<file path="src/rsync_settings.svh">
`ifndef RSYNC_SETTINGS_SVH
`define RSYNC_SETTINGS_SVH

// Binary cells, bit 0 is the redundant LSB cell
`define BIN_WIDTH 7

// Thermometric unary cells
`define THERM_WIDTH 17

// Resync registers ahead of the output register, at least 1
`define RSYNC_STAGES 2

`endif

</file>
<file path="src/dac_code_pkg.sv">
`default_nettype none

`include "rsync_settings.svh"

package dac_code_pkg;

    // One half of the binary pair, bit 0 drives the redundant cell
    typedef logic [`BIN_WIDTH-1:0] bin_word_t;

    // One half of the thermometric pair, valid codes fill upward from bit 0
    typedef logic [`THERM_WIDTH-1:0] therm_word_t;

endpackage

`default_nettype wire

</file>
<file path="src/dac_ctrl_pkg.sv">
`default_nettype none

package dac_ctrl_pkg;

    localparam int FAULT_W          = 3;
    localparam int FLT_BIN_PAIR     = 0; // A binary bit equals its complement
    localparam int FLT_THERM_PAIR   = 1; // A thermometric bit equals its complement
    localparam int FLT_THERM_BUBBLE = 2; // Thermometric word is not a fill from bit 0

    typedef logic [FAULT_W-1:0] fault_t;

    // Digital test bus selection
    typedef enum logic [1:0] {
        atb_off      = 2'b00, // Both buses zero
        atb_live     = 2'b01, // Live flags on atb1
        atb_live_alt = 2'b10, // Same as atb_live
        atb_sticky   = 2'b11  // Sticky flags on both buses
    } atb_sel_t;

endpackage

`default_nettype wire

</file>
<file path="src/code_decode.sv">
`default_nettype none

module code_decode (
    input  dac_code_pkg::bin_word_t   datainbin,
    input  dac_code_pkg::bin_word_t   datainbinb,
    input  dac_code_pkg::therm_word_t dataintherm,
    input  dac_code_pkg::therm_word_t datainthermb,
    output dac_ctrl_pkg::fault_t      fault
);

    localparam int THERM_W = $bits(dac_code_pkg::therm_word_t);

    logic bin_pair_fault;
    logic therm_pair_fault;
    logic therm_bubble;

    // A bit and its complement that agree leave the cell undefined
    assign bin_pair_fault   = |(~(datainbin ^ datainbinb));
    assign therm_pair_fault = |(~(dataintherm ^ datainthermb));

    // A set bit above a clear one breaks the fill, all zeros and all ones are fine
    always_comb begin
        therm_bubble = 1'b0;
        for (int i = 1; i < THERM_W; i++) begin
            if (dataintherm[i] && !dataintherm[i-1]) begin
                therm_bubble = 1'b1;
            end
        end
    end

    always_comb begin
        fault = '0;
        fault[dac_ctrl_pkg::FLT_BIN_PAIR]     = bin_pair_fault;
        fault[dac_ctrl_pkg::FLT_THERM_PAIR]   = therm_pair_fault;
        fault[dac_ctrl_pkg::FLT_THERM_BUBBLE] = therm_bubble;
    end

endmodule

`default_nettype wire

</file>
<file path="src/resync_stage.sv">
`default_nettype none

module resync_stage #(
    parameter type payload_t = logic,
    parameter int  STAGES    = 1      // Register depth, at least 1
) (
    input  wire      clkin_binary_0,
    input  wire      clkinb_binary_0, // Active-low asynchronous reset
    input  payload_t d,
    output payload_t q
);

    payload_t pipe [STAGES]; // Index 0 samples the input

    always_ff @(posedge clkin_binary_0 or negedge clkinb_binary_0) begin
        if (!clkinb_binary_0) begin
            for (int i = 0; i < STAGES; i++) begin
                pipe[i] <= '0;
            end
        end else begin
            pipe[0] <= d;
            for (int i = 1; i < STAGES; i++) begin
                pipe[i] <= pipe[i-1]; // Shift one stage per clock
            end
        end
    end

    assign q = pipe[STAGES-1];

endmodule

`default_nettype wire

</file>
<file path="src/rsync_latch_top.sv">
`default_nettype none

`include "rsync_settings.svh"

module rsync_latch_top (
    input  dac_code_pkg::bin_word_t   datainbin,
    input  dac_code_pkg::bin_word_t   datainbinb,
    input  dac_code_pkg::therm_word_t dataintherm,
    input  dac_code_pkg::therm_word_t datainthermb,
    input  wire                       pdb,             // Power down when low
    input  dac_ctrl_pkg::atb_sel_t    atb_ena,         // Test bus selection
    input  wire                       clkin_binary_0,
    input  wire                       clkinb_binary_0, // Active-low asynchronous reset
    output dac_code_pkg::bin_word_t   dataoutbin,
    output dac_code_pkg::bin_word_t   dataoutbinb,
    output dac_code_pkg::therm_word_t dataouttherm,
    output dac_code_pkg::therm_word_t dataoutthermb,
    output dac_ctrl_pkg::fault_t      atb1,
    output dac_ctrl_pkg::fault_t      atb0
);

    localparam int BIN_PAIR_W   = 2 * $bits(dac_code_pkg::bin_word_t);
    localparam int THERM_PAIR_W = 2 * $bits(dac_code_pkg::therm_word_t);

    dac_ctrl_pkg::fault_t    fault_d;
    dac_ctrl_pkg::fault_t    fault_q;
    logic [BIN_PAIR_W-1:0]   bin_pair_q;
    logic [THERM_PAIR_W-1:0] therm_pair_q;

    code_decode u_decode (
        .datainbin    (datainbin),
        .datainbinb   (datainbinb),
        .dataintherm  (dataintherm),
        .datainthermb (datainthermb),
        .fault        (fault_d)
    );

    // Binary pair travels as {true, complement}
    resync_stage #(
        .payload_t (logic [BIN_PAIR_W-1:0]),
        .STAGES    (`RSYNC_STAGES)
    ) u_sync_bin (
        .clkin_binary_0  (clkin_binary_0),
        .clkinb_binary_0 (clkinb_binary_0),
        .d               ({datainbin, datainbinb}),
        .q               (bin_pair_q)
    );

    resync_stage #(
        .payload_t (logic [THERM_PAIR_W-1:0]),
        .STAGES    (`RSYNC_STAGES)
    ) u_sync_therm (
        .clkin_binary_0  (clkin_binary_0),
        .clkinb_binary_0 (clkinb_binary_0),
        .d               ({dataintherm, datainthermb}),
        .q               (therm_pair_q)
    );

    // Flags ride alongside so they stay with their word
    resync_stage #(
        .payload_t (dac_ctrl_pkg::fault_t),
        .STAGES    (`RSYNC_STAGES)
    ) u_sync_fault (
        .clkin_binary_0  (clkin_binary_0),
        .clkinb_binary_0 (clkinb_binary_0),
        .d               (fault_d),
        .q               (fault_q)
    );

    switch_driver #(
        .BIN_PAIR_W   (BIN_PAIR_W),
        .THERM_PAIR_W (THERM_PAIR_W)
    ) u_driver (
        .clkin_binary_0  (clkin_binary_0),
        .clkinb_binary_0 (clkinb_binary_0),
        .pdb             (pdb),
        .atb_ena         (atb_ena),
        .bin_pair_q      (bin_pair_q),
        .therm_pair_q    (therm_pair_q),
        .fault_q         (fault_q),
        .dataoutbin      (dataoutbin),
        .dataoutbinb     (dataoutbinb),
        .dataouttherm    (dataouttherm),
        .dataoutthermb   (dataoutthermb),
        .atb1            (atb1),
        .atb0            (atb0)
    );

endmodule

`default_nettype wire

</file>
<file path="src/switch_driver.sv">
`default_nettype none

module switch_driver #(
    parameter int BIN_PAIR_W   = 2 * $bits(dac_code_pkg::bin_word_t),
    parameter int THERM_PAIR_W = 2 * $bits(dac_code_pkg::therm_word_t)
) (
    input  wire                       clkin_binary_0,
    input  wire                       clkinb_binary_0, // Active-low asynchronous reset
    input  wire                       pdb,             // Power down when low
    input  dac_ctrl_pkg::atb_sel_t    atb_ena,
    input  wire [BIN_PAIR_W-1:0]      bin_pair_q,      // {true, complement}
    input  wire [THERM_PAIR_W-1:0]    therm_pair_q,    // {true, complement}
    input  dac_ctrl_pkg::fault_t      fault_q,
    output dac_code_pkg::bin_word_t   dataoutbin,
    output dac_code_pkg::bin_word_t   dataoutbinb,
    output dac_code_pkg::therm_word_t dataouttherm,
    output dac_code_pkg::therm_word_t dataoutthermb,
    output dac_ctrl_pkg::fault_t      atb1,
    output dac_ctrl_pkg::fault_t      atb0
);

    logic [BIN_PAIR_W-1:0]   bin_r;
    logic [THERM_PAIR_W-1:0] therm_r;
    dac_ctrl_pkg::fault_t    live_r;
    dac_ctrl_pkg::fault_t    sticky_r;
    logic                    pdb_r;     // Aligns test bus gating with the data outputs
    dac_ctrl_pkg::fault_t    atb1_sel;
    dac_ctrl_pkg::fault_t    atb0_sel;

    always_ff @(posedge clkin_binary_0 or negedge clkinb_binary_0) begin
        if (!clkinb_binary_0) begin
            bin_r    <= '0;
            therm_r  <= '0;
            live_r   <= '0;
            sticky_r <= '0;
            pdb_r    <= 1'b0;
        end else begin
            pdb_r <= pdb;
            if (pdb) begin
                bin_r    <= bin_pair_q;
                therm_r  <= therm_pair_q;
                live_r   <= fault_q;
                sticky_r <= sticky_r | fault_q; // Words dropped in power-down never count
            end else begin
                bin_r   <= '0; // No cell selected
                therm_r <= '0;
            end
        end
    end

    // Split the registered pairs onto the switch lines
    assign dataoutbin    = bin_r[BIN_PAIR_W-1 -: BIN_PAIR_W/2];
    assign dataoutbinb   = bin_r[BIN_PAIR_W/2-1:0];
    assign dataouttherm  = therm_r[THERM_PAIR_W-1 -: THERM_PAIR_W/2];
    assign dataoutthermb = therm_r[THERM_PAIR_W/2-1:0];

    always_comb begin
        case (atb_ena)
            dac_ctrl_pkg::atb_live,
            dac_ctrl_pkg::atb_live_alt: begin
                atb1_sel = live_r;
                atb0_sel = '0;
            end
            dac_ctrl_pkg::atb_sticky: begin
                atb1_sel = sticky_r;
                atb0_sel = sticky_r;
            end
            default: begin          // atb_off
                atb1_sel = '0;
                atb0_sel = '0;
            end
        endcase
    end

    assign atb1 = pdb_r ? atb1_sel : '0; // Test bus quiet while powered down
    assign atb0 = pdb_r ? atb0_sel : '0;

endmodule

`default_nettype wire
</file>
<file path="config.mk">
export PLATFORM = sky130hd
export DESIGN_NAME = rsync_latch_top
export DESIGN_NICKNAME = d
export VERILOG_FILES = /design/src/dac_code_pkg.sv /design/src/dac_ctrl_pkg.sv /design/src/code_decode.sv /design/src/resync_stage.sv /design/src/rsync_latch_top.sv /design/src/switch_driver.sv
export VERILOG_INCLUDE_DIRS = /design/src /design/src/src
export SDC_FILE = /design/constraint.sdc
export NUM_CORES = 1
export LEC_CHECK = 0
export BUFFER_PORTS_ARGS = -buffer_cell sky130_fd_sc_hd__buf_4
export CAP_MARGIN = 10
export CORE_ASPECT_RATIO = 1.25
export CORE_MARGIN = 1
export CORE_UTILIZATION = 50
export DETAILED_ROUTE_END_ITERATION = 6
export PLACE_DENSITY = 0.8
export SYNTH_ARGS = -nofsm -noshare
export SYNTH_HDL_FRONTEND = slang
export SYNTH_HIERARCHICAL = 1
export SYNTH_SLANG_ARGS = --single-unit
</file>
<file path="constraint.sdc">
create_clock -name clkin_binary_0 -period 2.1 [get_ports clkin_binary_0]
set_clock_uncertainty 0.15 [all_clocks]
set_input_delay 0 -clock clkin_binary_0 [delete_from_list [all_inputs] [get_ports clkin_binary_0]]
set_output_delay 0 -clock clkin_binary_0 [all_outputs]
set_load 0.02 [all_outputs]
</file>
### Yosys cells after proc, flatten, opt, wreduce, memory -nomap -nowiden

Cells that the tools add are included.

* bits in registers: 157
* bits in latches: 0
* memory bits (writable): 0
* bits in read-only memories: 0
* bits of input ports: 53
* output and inout bits: 54
* logic and storage cells: 76
* memories: 0

* add/sub/neg operators: 0
* multiply operators: 0
* div/mod/pow operators: 0
* magnitude comparators: 0
* equal/unequal tests: 3
* shifts and indexed selects: 0
* mux-type cells: 22
* bitwise gates (word level): 5
* reductions and logical operators: 35

Operators with widths (count)
* $mux W34: 1
* $not A17 Y17: 1
* $reduce_or A17 Y1: 1
* $xor A17 B17 Y17: 1
* $logic_and A1 B1 Y1: 16
* $logic_not A1 Y1: 16
* $mux W1: 16
* $mux W14: 1
* $mux W3: 3
* $not A7 Y7: 1
* $reduce_or A7 Y1: 1
* $xor A7 B7 Y7: 1
* $pmux W3 S2: 1
* $eq A2 B2 Y1 const B: 2
* $or A3 B3 Y3: 1
* $eq A2 B1 Y1 const B: 1
* $reduce_or A2 Y1: 1

### Logic depth before layout (Yosys ltp)

* word-level depth: 18
* mapped depth: 5
* depth with buffers taken out: 4

### Modules after synthesis

The synthesis kept the hierarchy.

By module, submodules not included
* resync_stage at u_sync_therm: times used 1, cells each 102, area an instance 1956.9 sq um, sequential area each 1701.6 sq um
* switch_driver: times used 1, cells each 129, area an instance 1903.1 sq um, sequential area each 1376.3 sq um
* resync_stage at u_sync_bin: times used 1, cells each 42, area an instance 805.8 sq um, sequential area each 700.7 sq um
* code_decode: times used 1, cells each 55, area an instance 375.4 sq um, sequential area each 0.0 sq um
* resync_stage at u_sync_fault: times used 1, cells each 9, area an instance 172.7 sq um, sequential area each 150.1 sq um

### Worst setup path before layout

OpenSTA, ideal clock, no wires.

* path type: in2reg
* start: in dataintherm[2]
* end: reg u_sync_fault/pipe[4] in the netlist's numbering
* setup time: 115 ps
* data arrival time: 718 ps
* required time: 1835 ps
* slack: 1117 ps
* stages on the path: 5
* path buffers: 1
* cells stage by stage: xor2_1 nand4_1 nor4_1 nand4_1 buf_4

* longest elaborated chain between the ends: 3

RTL lines
* start, declared: RTL line rsync_latch_top.sv:8 `input dac_code_pkg::therm_word_t dataintherm,`
* $xor A17 B17 Y17: RTL line code_decode.sv:19 `assign therm_pair_fault = |(~(dataintherm ^ datainthermb));`
* $not A17 Y17: RTL line code_decode.sv:19
* $reduce_or A17 Y1: RTL line code_decode.sv:19
* net u_decode.therm_pair_fault: RTL line code_decode.sv:14 `logic therm_pair_fault;`
* end signal, assigned by index: RTL line resync_stage.sv:23 `pipe[i] <= pipe[i-1];`
* end, declared: RTL line resync_stage.sv:13 `payload_t pipe [STAGES];`

The timed path passes the listed nets, and every way through them passes these cells.
A chain may end at the register's enable or synchronous reset.

==> results by group <==
STA
  – Period utilization: 70.2%
  – Slew Limit Fails: 0
  – Measured slew at the worst slew-check pin: 0.460 ns
  – RSZ-0062 raised after global routing: no
  – Setup TNS: 0 ns
  – Final setup viols: 0
  – Highest Clock Rate: between 0.6 and 0.7 GHz
  – Slew headroom: between 60 and 70%
  – Final min period: about 1.5 ns
  – Final hold vios: 0

Finish
  – ANT cells: 0
  – Nets: between 500 and 600
  – Most common cell after layout, fill and taps aside: dfrtp_1
  – Most frequent cells in the layout: dfrtp_1 (157), buf_4 (107), dlygate4sd3_1 (51)
  – Share of layout cells above drive strength 1: 30.1%
  – Area growth syn-to-layout: 31.9%
  – Design area: roughly 7000 sq um

Routing
  – Vias/cell: approximately 4.5
  – DR vias: about 2700
  – WL/cell: about 16 um
  – Starting DRT DRC Count: approximately 120
  – Antenna viol nets, final: 0
  – Drt pass-1 iters: 7
  – Post-route DRC violation count: 0
  – Wirelength, routed: 9.63 mm

Critical path
  – Worst setup SP type: primary input
  – Critical Path RT: about 2.5 ns
  – Worst Setup End Kind: asynchronous set/reset pin
  – Largest stage delay, worst path: around 0.56 ns
  – Worst-path cell chain: dlygate4sd3_1 -> dlygate4sd3_1 -> buf_6 -> buf_12
  – Worst Path Arrival: approximately 1.9 ns
  – Crit Path Max Fanout: 69
  – Slowest CP cell: dlygate4sd3_1
  – Slack of the worst reg-to-reg path: approximately 1.2 ns
  – Most Frequent Cell on Critical Path: dlygate4sd3_1
  – Crit Path Category: primary input to asynchronous set/reset pin

Pwr
  – Switching Share: roughly 21%
  – Pwr dens: around 1000 nW/um^2
  – Clock Power Share: 46.1%
  – Sw power: 0.00149 W
  – Internal power: around 0.0055 W
  – Maximum vdd drop: 0.705 mV
  – Seq pwr share: between 40% and 50%
  – Gate power share: between 7 and 8%
  – Leakage: about 3.3 nW

Flow run
  – Max cap viols: 0

Clock network
  – Inserted Clock Buffers: 17
  – Clock transition at the registers of the reported paths: roughly 0.060 ns
  – TritonCTS clock tree: yes
  – # H-tree levels: 4
  – Clock Tree Root: clkbuf_16
  – Cells resized by post-CTS repair: 0
  – Worst skew pair latency: 0.41 ns
  – CTS Buffer Depth: 2
  – Clock sink count: around 160

Yosys
  – Synthesized area: approximately 5200 sq um
  – Synth unique cells: 21
  – Mean post-synth cell area: between 15 and 20 sq um
  – Synth Register Bits: 157
  – Sequential cell area fraction in the yosys report: about 75%
  – Ys Warns: 6
  – Syn nets: 392
  – Cells after synthesis: 337

Placement
  – Post-DP Area: approximately 5700 sq um
  – Final Wtd Congestion: 0.807
  – Buffers on Ports: ~110
  – DP HPWL: 5.64 mm

Die
  – Row count: 41
  – Die area: roughly 11000 sq um
  – Core Region: between 10000 and 15000 sq um
  – I/O Pins: 107
  – DIE WIDTH: slightly above 90 um
  – Initial Util: about half
  – Die height: 116 um

Outcome
  – Outcome: finished clean

GRT
  – Largest net degree at the start of global routing: 70
  – Met3 usage: around 6.4%
  – Most Crowded Layer GR: met2
  – Initial antenna violation count: 0
  – Total global-route track usage: slightly below 20%
  – Grt ovf: 0
  – First-pass GRT wire length: ~15 mm
  – Vias in the first global route: ~2800
  – Met1 Resource Use GR: about 22%
  – GR Util met2: 32.7%

Hold path
  – Hold Path Class: primary input to flop
## path summary, 6_finish.rpt
kind                                                  endpoint  depth (start not counted)                      startpoint
worst max register to register  u_driver/live_r[1]$_DFFE_PN0P_                          1  u_driver/live_r[1]$_DFFE_PN0P_
worst min-delay path             u_sync_bin/pipe[16]$_DFF_PN0_                          2                   datainbinb[2]
worst min register to register       u_sync_bin/q[6]$_DFF_PN0_                          0   u_sync_bin/pipe[20]$_DFF_PN0_
worst max-delay path            u_driver/therm_r[32]$_DFF_PN0_                          4                 clkinb_binary_0
min in group asynchronous         u_driver/bin_r[13]$_DFF_PN0_                          3                 clkinb_binary_0
max in group clkin_binary_0     u_sync_fault/pipe[4]$_DFF_PN0_                          6                 datainthermb[5]
## routing by layer
metal | vias to the layer above | wire length, um
li1 | 1249 | -
met2 | 85 | 5230
met4 | 0 | 279
met3 | 22 | 394
met1 | 1314 | 3720
met5 | - | 0
## timing repair
action                                 4_1_cts  5_1_grt
hold buffers                                51        0
endpoints found under the hold margin      263        0
buffers inserted                             0        0
## worst max-delay path, delay by kind of cell
| kind | cells | cell delay (ns) |
|---|---|---|
| buf+inv | 4 | 1.83 |
## synthesized netlist by cell type
cell	instances	area share, %
a21o_1	3	0.43
a21oi_1	4	0.38
a221oi_1	1	0.17
a22oi_1	3	0.43
and2_1	48	5.8
and3_1	3	0.36
buf_4	54	7.8
buf_6	6	1.3
dfrtp_1	157	75
ha_1	2	0.48
inv_1	6	0.43
mux2_4	3	0.86
nand2_1	3	0.22
nand2b_1	1	0.12
nand4_1	6	0.72
nor2_1	7	0.50
nor4_1	3	0.36
o21ai_0	2	0.19
o22ai_1	1	0.12
xnor2_1	4	0.67
xor2_1	20	3.4
## power groups by stage
stage | combinational [W] | sequential [W] | clock, W
after floorplan | 0.000179 | 0.00331 | 0
after detailed placement | 0.000458 | 0.00326 | 0
after global routing | 0.000586 | 0.00322 | 0.00339
after CTS | 0.000540 | 0.00321 | 0.00325
after global placement | 0.000448 | 0.00325 | 0
final | 0.000541 | 0.00321 | 0.00320
## cell families (layout without fill, tap and decap cells)
| kind of cell | Yosys count | in the layout | synth area share, % |
|---|---|---|---|
| DFF | 157 | 157 | 75.4 |
| AOI/OAI and AO/OA | 14 | 14 | 1.73 |
| buffers and inverters | 66 | 197 | 9.50 |
| xor gates and xnor gates | 24 | 24 | 4.03 |
| muxes | 3 | 3 | 0.864 |
| adders and majority gates | 2 | 2 | 0.480 |
| and+or+nand+nor | 71 | 71 | 8.04 |
## cell type report
class	count	area, sq um
clock inverters	11	181
well taps	129	161
fillers	682	3230
clock buffers	20	447
multi-input cells	114	790
inverters	6	22.5
repair buffers	160	1350
flip-flops and latches	157	3930
## registers in the layout, summed over array words and instances (netlist names)
name and cells:
u_driver/therm_r 34, u_sync_therm/pipe 34, u_sync_therm/q 34, u_driver/bin_r 14
u_sync_bin/pipe 14, u_sync_bin/q 14, u_driver/live_r 3, u_driver/sticky_r 3
u_sync_fault/pipe 3, u_sync_fault/q 3, u_driver/pdb_r 1
## metrics by stage
| step | setup WS, ns | power [W] | util (%) | instances | hold slack, ns |
|---|---|---|---|---|---|
| after global routing | 0.441 | 0.00719 | 68.0 | 597 | 0.0896 |
| after floorplan | 1.12 | 0.00349 | - | 337 | -0.446 |
| after detailed placement | 0.895 | 0.00372 | 56.8 | 515 | -0.176 |
| after global placement | 0.945 | 0.00370 | 56.8 | 515 | -0.185 |
| after CTS | 0.592 | 0.00699 | 68.0 | 597 | 0.0819 |
| final | 0.625 | 0.00695 | 68.0 | 597 | 0.0958 |
(Power assumes the default switching activity.)
